[config.mk]
export PLATFORM = sky130hd
export DESIGN_NAME = exu_top
export DESIGN_NICKNAME = d
export VERILOG_FILES = /design/src/verilog/exu_pkg.sv /design/src/verilog/exu_op_if.sv /design/src/verilog/exu_dispatch.sv /design/src/verilog/exu_alu.sv /design/src/verilog/exu_bru.sv /design/src/verilog/exu_mul.sv /design/src/verilog/exu_wb_port.sv /design/src/verilog/exu_top.sv
export SDC_FILE = /design/constraint.sdc
export NUM_CORES = 2
export LEC_CHECK = 0
export BUFFER_PORTS_ARGS = -buffer_cell sky130_fd_sc_hd__buf_4
export CELL_PAD_IN_SITES_DETAIL_PLACEMENT = 1
export CELL_PAD_IN_SITES_GLOBAL_PLACEMENT = 1
export CORE_UTILIZATION = 46
export CTS_CLUSTER_SIZE = 28
export DETAILED_ROUTE_END_ITERATION = 7
export MAX_ROUTING_LAYER = met4
export PLACE_DENSITY_LB_ADDON = 0.1
export SYNTH_ARGS = -nofsm -noshare
export SYNTH_HDL_FRONTEND = slang
export SYNTH_HIERARCHICAL = 1
export SYNTH_SLANG_ARGS = --single-unit
[constraint.sdc]
create_clock -name clk -period 6.6 [get_ports clk]
set_input_delay 0.66 -clock clk [delete_from_list [all_inputs] [get_ports clk]]
set_output_delay 0.66 -clock clk [all_outputs]
set_load 0.1 [all_outputs]
[src/verilog/exu_pkg.sv]
// Shared widths and operation encodings for the RV32 integer execute stage.
// Only the base integer ops, branches and the M-extension multiplies exist here.
`default_nettype none

package exu_pkg;

    localparam int XLEN        = 32;
    localparam int SHAMT_W     = $clog2(XLEN);
    localparam int MUL_ITERS   = 32;
    localparam int MUL_CNT_W   = $clog2(MUL_ITERS + 1);
    localparam int LINK_OFFSET = 4;

    typedef logic [XLEN-1:0] reg_data_t;
    typedef logic [XLEN-1:0] inst_addr_t;
    typedef logic [4:0]      reg_addr_t;

    // raw op field from decode, meaning depends on the group
    typedef logic [3:0]      dec_op_t;

    typedef enum logic [1:0] {
        GRP_NONE,
        GRP_ALU,
        GRP_BJP,
        GRP_MUL
    } grp_e;

    typedef enum logic [3:0] {
        ALU_ADD,
        ALU_SUB,
        ALU_AND,
        ALU_OR,
        ALU_XOR,
        ALU_SLL,
        ALU_SRL,
        ALU_SRA,
        ALU_SLT,
        ALU_SLTU,
        ALU_LUI,
        ALU_AUIPC,
        ALU_LINK
    } alu_op_e;

    typedef enum logic [2:0] {
        BJP_JAL,
        BJP_JALR,
        BJP_BEQ,
        BJP_BNE,
        BJP_BLT,
        BJP_BGE,
        BJP_BLTU,
        BJP_BGEU
    } bjp_op_e;

    typedef enum logic [1:0] {
        MUL_MUL,
        MUL_MULH,
        MUL_MULHSU,
        MUL_MULHU
    } mul_op_e;

endpackage

`default_nettype wire

[src/verilog/exu_op_if.sv]
// One request from dispatch to an execute unit; req is a single-cycle level.
// op_t selects the unit's operation enum.
`timescale 1ns/1ps
`default_nettype none

interface exu_op_if #(
    parameter type op_t = logic
) ();
    import exu_pkg::*;

    logic      req;
    op_t       op;
    reg_data_t op1;
    reg_data_t op2;
    reg_addr_t rd;

    modport dispatch (output req, op, op1, op2, rd);
    modport unit     (input  req, op, op1, op2, rd);

endinterface

`default_nettype wire

[src/verilog/exu_dispatch.sv]
// Routes one decoded instruction to its execute unit, nothing while hold is high.
// jal/jalr raise both a branch request and an ALU link request.
`timescale 1ns/1ps
`default_nettype none

module exu_dispatch (
    input  logic                dec_valid_i,
    input  exu_pkg::grp_e       grp_i,
    input  exu_pkg::dec_op_t    op_i,
    input  logic                op2_imm_i,
    input  exu_pkg::inst_addr_t pc_i,
    input  exu_pkg::reg_data_t  imm_i,
    input  exu_pkg::reg_data_t  rs1_data_i,
    input  exu_pkg::reg_data_t  rs2_data_i,
    input  exu_pkg::reg_addr_t  rd_i,
    input  logic                hold_i,
    exu_op_if.dispatch          alu_o,
    exu_op_if.dispatch          bjp_o,
    exu_op_if.dispatch          mul_o
);
    import exu_pkg::*;

    logic    accept;
    logic    is_jump;
    logic    is_auipc;
    alu_op_e alu_op;
    bjp_op_e bjp_op;
    mul_op_e mul_op;

    assign accept = dec_valid_i & ~hold_i;

    assign alu_op = alu_op_e'(op_i);
    assign bjp_op = bjp_op_e'(op_i[2:0]);
    assign mul_op = mul_op_e'(op_i[1:0]);

    // unconditional jumps also write pc+4 to rd
    assign is_jump  = (grp_i == GRP_BJP) && (bjp_op == BJP_JAL || bjp_op == BJP_JALR);
    assign is_auipc = (grp_i == GRP_ALU) && (alu_op == ALU_AUIPC);

    // ALU side
    assign alu_o.req = accept && (grp_i == GRP_ALU || is_jump);
    assign alu_o.op  = is_jump ? ALU_LINK : alu_op;
    assign alu_o.op1 = (is_jump || is_auipc) ? pc_i : rs1_data_i;
    assign alu_o.op2 = op2_imm_i ? imm_i : rs2_data_i;
    assign alu_o.rd  = rd_i;

    // branch compare always uses both registers
    assign bjp_o.req = accept && (grp_i == GRP_BJP);
    assign bjp_o.op  = bjp_op;
    assign bjp_o.op1 = rs1_data_i;
    assign bjp_o.op2 = rs2_data_i;
    assign bjp_o.rd  = rd_i;

    assign mul_o.req = accept && (grp_i == GRP_MUL);
    assign mul_o.op  = mul_op;
    assign mul_o.op1 = rs1_data_i;
    assign mul_o.op2 = rs2_data_i;
    assign mul_o.rd  = rd_i;

endmodule

`default_nettype wire

[src/verilog/exu_alu.sv]
// Single-cycle ALU; result is only meaningful while the request is high.
// Shifts use the low SHAMT_W bits of op2.
`timescale 1ns/1ps
`default_nettype none

module exu_alu (
    exu_op_if.unit              op_i,
    output exu_pkg::reg_data_t  result_o,
    output logic                load_o,
    output exu_pkg::reg_addr_t  rd_o
);
    import exu_pkg::*;

    logic [SHAMT_W-1:0] shamt;
    logic               lt_s;
    logic               lt_u;

    assign shamt = op_i.op2[SHAMT_W-1:0];
    assign lt_s  = $signed(op_i.op1) < $signed(op_i.op2);
    assign lt_u  = op_i.op1 < op_i.op2;

    always_comb begin
        unique case (op_i.op)
            ALU_ADD:   result_o = op_i.op1 + op_i.op2;
            ALU_SUB:   result_o = op_i.op1 - op_i.op2;
            ALU_AND:   result_o = op_i.op1 & op_i.op2;
            ALU_OR:    result_o = op_i.op1 | op_i.op2;
            ALU_XOR:   result_o = op_i.op1 ^ op_i.op2;
            ALU_SLL:   result_o = op_i.op1 << shamt;
            ALU_SRL:   result_o = op_i.op1 >> shamt;
            ALU_SRA:   result_o = reg_data_t'($signed(op_i.op1) >>> shamt);
            ALU_SLT:   result_o = {{(XLEN-1){1'b0}}, lt_s};
            ALU_SLTU:  result_o = {{(XLEN-1){1'b0}}, lt_u};
            // imm already holds the upper-immediate value
            ALU_LUI:   result_o = op_i.op2;
            ALU_AUIPC: result_o = op_i.op1 + op_i.op2;
            // op1 carries pc for jal/jalr
            ALU_LINK:  result_o = op_i.op1 + reg_data_t'(LINK_OFFSET);
            default:   result_o = '0;
        endcase
    end

    assign load_o = op_i.req;
    assign rd_o   = op_i.rd;

endmodule

`default_nettype wire

[src/verilog/exu_bru.sv]
// Resolves branches and jumps in the issue cycle; an interrupt overrides both outputs.
`timescale 1ns/1ps
`default_nettype none

module exu_bru (
    exu_op_if.unit              op_i,
    input  exu_pkg::inst_addr_t pc_i,
    input  exu_pkg::reg_data_t  imm_i,
    input  logic                int_assert_i,
    input  exu_pkg::inst_addr_t int_addr_i,
    output logic                jump_flag_o,
    output exu_pkg::inst_addr_t jump_addr_o
);
    import exu_pkg::*;

    logic       eq;
    logic       lt_s;
    logic       lt_u;
    logic       taken;
    logic       is_jalr;
    inst_addr_t base;
    inst_addr_t sum;

    assign eq   = op_i.op1 == op_i.op2;
    assign lt_s = $signed(op_i.op1) < $signed(op_i.op2);
    assign lt_u = op_i.op1 < op_i.op2;

    always_comb begin
        unique case (op_i.op)
            BJP_JAL, BJP_JALR: taken = 1'b1;
            BJP_BEQ:           taken = eq;
            BJP_BNE:           taken = ~eq;
            BJP_BLT:           taken = lt_s;
            BJP_BGE:           taken = ~lt_s;
            BJP_BLTU:          taken = lt_u;
            BJP_BGEU:          taken = ~lt_u;
            default:           taken = 1'b0;
        endcase
    end

    // one adder for both target forms, jalr clears bit 0
    assign is_jalr = op_i.op == BJP_JALR;
    assign base    = is_jalr ? op_i.op1 : pc_i;
    assign sum     = base + imm_i;

    assign jump_flag_o = int_assert_i | (op_i.req & taken);
    assign jump_addr_o = int_assert_i ? int_addr_i
                       : is_jalr ? {sum[XLEN-1:1], 1'b0} : sum;

endmodule

`default_nettype wire

[src/verilog/exu_mul.sv]
// Shift-add multiplier, one bit per cycle over MUL_ITERS steps on operand magnitudes.
// A new request is only expected while idle; an interrupt drops any multiply.
`timescale 1ns/1ps
`default_nettype none

module exu_mul (
    input  logic               clk,
    input  logic               rst_n_i,
    exu_op_if.unit             op_i,
    input  logic               int_assert_i,
    input  logic               port_full_i,
    output logic               busy_o,
    output logic               load_o,
    output exu_pkg::reg_data_t result_o,
    output exu_pkg::reg_addr_t rd_o
);
    import exu_pkg::*;

    logic [MUL_CNT_W-1:0] cnt;
    logic                 done;
    logic                 stepping;
    logic                 a_neg;
    logic                 b_neg;
    reg_data_t            mag_a;
    reg_data_t            mag_b;
    logic [2*XLEN-1:0]    acc;
    logic [2*XLEN-1:0]    mcand;
    reg_data_t            mplier;
    logic [2*XLEN-1:0]    prod;
    logic                 neg;
    logic                 hi_sel;

    // sign handling per op, mul takes the low word so it runs unsigned
    assign a_neg = (op_i.op == MUL_MULH || op_i.op == MUL_MULHSU) & op_i.op1[XLEN-1];
    assign b_neg = (op_i.op == MUL_MULH) & op_i.op2[XLEN-1];
    assign mag_a = a_neg ? -op_i.op1 : op_i.op1;
    assign mag_b = b_neg ? -op_i.op2 : op_i.op2;

    assign done     = cnt == MUL_CNT_W'(MUL_ITERS);
    assign stepping = busy_o & ~done;
    assign load_o   = busy_o & done & ~port_full_i & ~int_assert_i;

    // interrupt wins over both a running and a new multiply
    always_ff @(posedge clk or negedge rst_n_i) begin
        if (!rst_n_i) begin
            busy_o <= 1'b0;
            cnt    <= '0;
        end else if (int_assert_i) begin
            busy_o <= 1'b0;
            cnt    <= '0;
        end else if (op_i.req) begin
            busy_o <= 1'b1;
            cnt    <= '0;
        end else if (load_o) begin
            busy_o <= 1'b0;
        end else if (stepping) begin
            cnt <= cnt + MUL_CNT_W'(1);
        end
    end

    always_ff @(posedge clk) begin
        if (op_i.req) begin
            acc    <= '0;
            mcand  <= {{XLEN{1'b0}}, mag_a};
            mplier <= mag_b;
            neg    <= a_neg ^ b_neg;
            hi_sel <= op_i.op != MUL_MUL;
            rd_o   <= op_i.rd;
        end else if (stepping) begin
            if (mplier[0])
                acc <= acc + mcand;
            mcand  <= mcand << 1;
            mplier <= mplier >> 1;
        end
    end

    assign prod     = neg ? -acc : acc;
    assign result_o = hi_sel ? prod[2*XLEN-1:XLEN] : prod[XLEN-1:0];

endmodule

`default_nettype wire

[src/verilog/exu_wb_port.sv]
// One-entry write-back holding register; a load while full overwrites,
// so the producer must respect full_o.
`timescale 1ns/1ps
`default_nettype none

module exu_wb_port (
    input  logic               clk,
    input  logic               rst_n_i,
    input  logic               load_i,
    input  exu_pkg::reg_data_t wdata_i,
    input  exu_pkg::reg_addr_t waddr_i,
    input  logic               ready_i,
    output logic               we_o,
    output exu_pkg::reg_addr_t waddr_o,
    output exu_pkg::reg_data_t wdata_o,
    output logic               full_o
);
    // a load at the same edge as a drain replaces the leaving entry
    always_ff @(posedge clk or negedge rst_n_i) begin
        if (!rst_n_i)
            we_o <= 1'b0;
        else if (load_i)
            we_o <= 1'b1;
        else if (ready_i)
            we_o <= 1'b0;
    end

    always_ff @(posedge clk) begin
        if (load_i) begin
            waddr_o <= waddr_i;
            wdata_o <= wdata_i;
        end
    end

    // occupied and not draining this cycle
    assign full_o = we_o & ~ready_i;

endmodule

`default_nettype wire

[src/verilog/exu_top.sv]
// Integer execute stage: ALU, branch unit and iterative multiplier.
// Upstream must keep its instruction steady while hold_flag_o is high.
`timescale 1ns/1ps
`default_nettype none

module exu_top (
    input  logic                clk,
    input  logic                rst_n_i,
    input  logic                dec_valid_i,
    input  exu_pkg::grp_e       grp_i,
    input  exu_pkg::dec_op_t    op_i,
    input  logic                op2_imm_i,
    input  exu_pkg::inst_addr_t pc_i,
    input  exu_pkg::reg_data_t  imm_i,
    input  exu_pkg::reg_data_t  rs1_data_i,
    input  exu_pkg::reg_data_t  rs2_data_i,
    input  exu_pkg::reg_addr_t  rd_i,
    input  logic                int_assert_i,
    input  exu_pkg::inst_addr_t int_addr_i,
    input  logic                alu_wb_ready_i,
    input  logic                mul_wb_ready_i,
    output logic                alu_reg_we_o,
    output exu_pkg::reg_addr_t  alu_reg_waddr_o,
    output exu_pkg::reg_data_t  alu_reg_wdata_o,
    output logic                mul_reg_we_o,
    output exu_pkg::reg_addr_t  mul_reg_waddr_o,
    output exu_pkg::reg_data_t  mul_reg_wdata_o,
    output logic                hold_flag_o,
    output logic                jump_flag_o,
    output exu_pkg::inst_addr_t jump_addr_o
);
    import exu_pkg::*;

    exu_op_if #(.op_t(alu_op_e)) alu_if ();
    exu_op_if #(.op_t(bjp_op_e)) bjp_if ();
    exu_op_if #(.op_t(mul_op_e)) mul_if ();

    reg_data_t alu_result;
    reg_addr_t alu_rd;
    logic      alu_load;
    logic      alu_full;
    reg_data_t mul_result;
    reg_addr_t mul_rd;
    logic      mul_load;
    logic      mul_full;
    logic      mul_busy;

    // stall on a blocked ALU result or any multiply in flight
    assign hold_flag_o = alu_full | mul_busy;

    exu_dispatch u_dispatch (
        .dec_valid_i(dec_valid_i), .grp_i(grp_i), .op_i(op_i), .op2_imm_i(op2_imm_i),
        .pc_i(pc_i), .imm_i(imm_i), .rs1_data_i(rs1_data_i), .rs2_data_i(rs2_data_i),
        .rd_i(rd_i), .hold_i(hold_flag_o),
        .alu_o(alu_if.dispatch), .bjp_o(bjp_if.dispatch), .mul_o(mul_if.dispatch)
    );

    exu_alu u_alu (
        .op_i(alu_if.unit), .result_o(alu_result), .load_o(alu_load), .rd_o(alu_rd)
    );

    exu_bru u_bru (
        .op_i(bjp_if.unit), .pc_i(pc_i), .imm_i(imm_i), .int_assert_i(int_assert_i),
        .int_addr_i(int_addr_i), .jump_flag_o(jump_flag_o), .jump_addr_o(jump_addr_o)
    );

    exu_mul u_mul (
        .clk(clk), .rst_n_i(rst_n_i), .op_i(mul_if.unit), .int_assert_i(int_assert_i),
        .port_full_i(mul_full), .busy_o(mul_busy), .load_o(mul_load),
        .result_o(mul_result), .rd_o(mul_rd)
    );

    exu_wb_port u_alu_wb (
        .clk(clk), .rst_n_i(rst_n_i), .load_i(alu_load), .wdata_i(alu_result),
        .waddr_i(alu_rd), .ready_i(alu_wb_ready_i), .we_o(alu_reg_we_o),
        .waddr_o(alu_reg_waddr_o), .wdata_o(alu_reg_wdata_o), .full_o(alu_full)
    );

    exu_wb_port u_mul_wb (
        .clk(clk), .rst_n_i(rst_n_i), .load_i(mul_load), .wdata_i(mul_result),
        .waddr_i(mul_rd), .ready_i(mul_wb_ready_i), .we_o(mul_reg_we_o),
        .waddr_o(mul_reg_waddr_o), .wdata_o(mul_reg_wdata_o), .full_o(mul_full)
    );

endmodule

`default_nettype wire

Word level (Yosys, flattened, before mapping). Cells that the tools add are included.

Memory bits (read-only): 0. Memories kept: 0. Bits in latches: 0. Bits in writable memories: 0. Input bits: 178. Logic and storage cells: 132. Register bits: 250.

Div/mod/pow operators: 0. Mux-type cells: 27. Reductions and logical operators: 21. Shifts and indexed selects: 3. Magnitude comparators: 4. $mul: 0. Add/sub/neg operators: 9. Equal/unequal tests: 28. Bitwise operators: 25.

Operator list (number): case mux 32 bit (12 select lines) (1); two-way mux 32 bit (11); < comparator 32 bit (4); adder 32 bit (2); adder 64 bit (1); two-way mux 64 bit (1); negation 32 bit (2); negation 64 bit (1); adder 32 x 3 -> 32 bit, second input constant (1); bitwise AND 32 bit (1); equality test 32 bit (1); OR 32 bit (1); left shift 32 x 5 -> 32 bit (1); right shift 32 x 5 -> 32 bit (1); >>> shifter 32 x 5 -> 32 bit (1); subtractor 32 bit (1); bitwise XOR 32 bit (1); equality test 4 bit, second input constant (6); two-way mux 6 bit (4); equality test 4 x 3 -> 1 bit, second input constant (4); equality test 3 bit, second input constant (4); bitwise AND 1 bit (10); inverter 1 bit (9); equality test 4 x 2 -> 1 bit, second input constant (2); 21 further kinds (46).

Logic depth before layout (Yosys ltp).
Depth in word-level cells: 8. Mapped depth: 18. Depth with buffers taken out: 15.

Modules after synthesis. Netlist, hierarchy kept.

Modules (own cells, without submodules): exu_mul (sequential area each 4229.1 um^2, area an instance 13349.1 um^2, times used 1, cells an instance 1716); exu_alu (sequential area each 0.0 um^2, area an instance 10114.7 um^2, times used 1, cells an instance 1475); exu_bru (sequential area each 0.0 um^2, area an instance 3434.5 um^2, times used 1, cells an instance 474); exu_dispatch (sequential area each 0.0 um^2, area an instance 2456.1 um^2, times used 1, cells an instance 313); exu_wb_port (sequential area each 1136.1 um^2, area an instance 1156.1 um^2, times used 2, cells an instance 40); exu_top (sequential area each 0.0 um^2, area an instance 6.3 um^2, times used 1, cells an instance 1).

Worst setup path after synthesis. OpenSTA, ideal clock, no wires.

Kind: input port to output port. From: input port op_i[2]. To: output port jump_addr_o[21]. Arrival time: 6.183 ns. Slack: -0.243 ns. Stages: 11. Path through: buf_4 nor3b_2 clkbuf_1 mux2_2 ha_1 a211oi_2 o211ai_1 and4_4 nor3_4 a21oi_2 o41ai_1.

Word-level cells in the longest chain between the ends: 4.

Ends and longest elaborated chain: start, declared (line exu_top.sv:11) `input exu_pkg::dec_op_t op_i,`; equality test 3 x 1 -> 1 bit (line exu_bru.sv:42) `assign is_jalr = op_i.op == BJP_JALR;`; two-way mux 32 bit (line exu_bru.sv:43) `assign base = is_jalr ? op_i.op1 : pc_i;`; adder 32 bit (line exu_bru.sv:44) `assign sum = base + imm_i;`; two-way mux 32 bit (line exu_bru.sv:47) `assign jump_addr_o = int_assert_i ? int_addr_i`; end, declared (line exu_top.sv:30) `output exu_pkg::inst_addr_t jump_addr_o`.

No other way between the ends.

Worst setup path after layout.
From: input port op_i[2]. To: output port jump_addr_o[27].

Same word-level chain as after synthesis.

==> results.cfg <==
[setup_path]
slowest_delay_ns = 0.77
path_max_fanout = 39
cp_cell_sequence = buf_4 > nor3b_4 > buf_12 > mux2_2 > ha_1 > nand3_1 > nor3_1 > and4_4 > o31ai_1 > a31oi_1 > o21a_1 > o31ai_1 > buf_4
rr_endpoint = u_mul/acc[60]$_SDFFE_PP0P_
worst-path-stages = 13
worst-r2r-setup-slack_ns = 2.29
endpoint_kind = primary output
endpoint = jump_addr_o[27]
critPathTopFamily = compound AO/OA/AOI/OAI gates
reg2reg_depth = 11
setup.worst_path.start = op_i[2]
crit_arrival_ns = 5.15
cp_slowest_cell = nor3b_4
required_ns = 5.94
reg2reg_from = u_mul/mcand[0]$_SDFFCE_PN0P_
cp-start-kind = primary input
worst-path-buf-inv = 3
worst-setup-path-type = primary input to primary output

[timing]
finClkSkew_ns = 0.0342
finalHoldViolations = 0
fmax_mhz = 172
fin_crit_sh_pct = 88.0
finalSetupTns_ns = 0
slew_headroom_pct = 26.7
fin_ws_ns = 0.793
finalSetupViolCount = 0
maxSlewViolCount = 0
finalCriticalPeriod_ns = 5.81
worst_slew_pin_slew_ns = 1.09
rsz0062_at_grt = no

[global_routing]
track_usage_pct = 37.9
grt.busiest_layer = met2
gr-total-overflow = 0
antenna_found_initial = 4
grt_max_degree = 170
first_global_vias = 32068
grt.met2_usage_pct = 63.6
grt_pass1_wl_mm = 198
use_met3_pct = 3.64
met1_usage_pct = 44.1

[finish]
drive_above_1_share_pct = 16.8
multi_input_comb_area_um2 = 22200
fill_cells = 8377
utilization_pct = 51.0
final_nets = 4451
area_growth_syn_to_layout_pct = 9.10
final_area_um2 = 34500
regArea_um2 = 6500

[placed_design]
hpwl_mm = 102
portBuffers = 287
pre_cts_slack_ns = 0.502
globalplace.congestion = 1.00
dpl-instance-area_um2 = 33400

[detailed_routing]
ant_nets = 0
drt-vias-per-instance = 6.51
via_count = 32174
drt_first_iter_violations = 2435
drt-total-wl_mm = 133
drc_errors = 0
drt-pass1-iter-count = 6
routedWlPerCell_um = 26.9

[logic_synthesis]
synth_area_um2 = 31600
synth_fp_nets = 4467
syn_inst = 4054
yosysWarnings = 6
syn_avg_cell_area_um2 = 7.80

[clock_network]
clk_latency_ns = 0.58
cts_root_buf = clkbuf_16
htreeDepth = 2
cts_tree = built
numCtsBuffers = 36
ctsResizeCount = 0
clk_pin_slew_ns = 0.06
clock_sinks = 250
clock_path_buffers = 3

[power_and_ir_drop]
ir_drop_mv = 0.178
p_per_area_nw_per_um2 = 220
power.leakage_uw = 0.0143

[worst_hold_path]
hold_path_class = primary input to register

[floorplanning]
num_io_pins = 288
row_count = 95
placeableCoreArea_um2 = 67600
die_w_um = 264
die_area_um2 = 69800
start_util_pct = 46.8
die_h_um = 264

[job]
drv_cap = 0

[status]
status = finished, final reports clean
[sequential cells by signal, summed over array words and instances (netlist names), 6 cells and up]
| register | count |
|---|---|
| u_mul/acc | 64 |
| u_alu_wb/wdata_o | 32 |
| u_mul/cnt | 6 |
| u_mul/mcand | 64 |
| u_mul/mplier | 32 |
| u_mul_wb/wdata_o | 32 |
[per-layer routing]
layer | share of wire, % | wire length (µm)
met1 | 40 | 53400
met2 | 49 | 64500
met3 | 5.0 | 6650
met4 | 6.3 | 8370
met5 | 0 | 0
[worst min path at each step]
stage                                        from                       endpoint  slack (ns)  depth (start not counted)
after floorplan                           rst_n_i      u_alu_wb/we_o$_DFFE_PN0P_        0.36                          0
after global placement    u_mul/rd_o[1]$_DFFE_PP_  u_mul_wb/waddr_o[1]$_DFFE_PP_        0.40                          0
after detailed placement  u_mul/rd_o[2]$_DFFE_PP_  u_mul_wb/waddr_o[2]$_DFFE_PP_        0.41                          0
after CTS                                 rd_i[3]        u_mul/rd_o[3]$_DFFE_PP_        0.24                          1
after global routing                      rd_i[2]  u_alu_wb/waddr_o[2]$_DFFE_PP_        0.26                          1
final                                     rd_i[3]  u_alu_wb/waddr_o[3]$_DFFE_PP_        0.27                          1
[layout make-up]
type,instances,area share [%]
inverters,203,2.21
flip-flops and latches,250,18.8
diodes,4,0.0290
repair buffers,373,8.19
well taps,873,3.16
clock inverters,21,0.526
multi-input cells,3174,64.3
clock buffers,44,2.76
[report_power, final]
group	internal, µW	total (µW)	switching, µW
clock network	1110	1930	816
registers	1820	2020	202
logic	1250	3640	2380
[placed cells by master, fill, tap and decap left out, types with 33 or more instances in the layout]
master,instances
xor2_1,99
xnor2_1,115
o21ai_0,210
dfxtp_1,96
nand2_1,442
clkbuf_16,36
and3_1,38
mux4_2,38
mux2_2,95
ha_1,231
o211ai_1,50
a31oi_1,33
nor3_1,91
nand4_1,51
a21o_1,82
buf_4,370
a211oi_1,51
nor2_1,313
mux2i_1,66
inv_1,199
o31ai_1,68
edfxtp_1,145
a21oi_1,403
nand3_1,87
[timing repair]
action / 4_1_cts / 5_1_grt
setup endpoints to repair: 0 / 0
endpoints found under the hold margin: 9 / 0
buffers inserted: 0 / 0
hold buffers: 1 / 0
[per-stage QoR]
| stage | total power (µW) | std cells | hold slack [ns] |
|---|---|---|---|
| 2_1_floorplan | 4590 | 4054 | 0.364 |
| 3_3_place_gp | 5570 | 4872 | 0.402 |
| 3_5_place_dp | 5610 | 4872 | 0.407 |
| 4_1_cts | 7570 | 4938 | 0.236 |
| 5_1_grt | 7940 | 4941 | 0.259 |
| 6_report | 7590 | 4942 | 0.265 |
(Power assumes the default switching activity.)
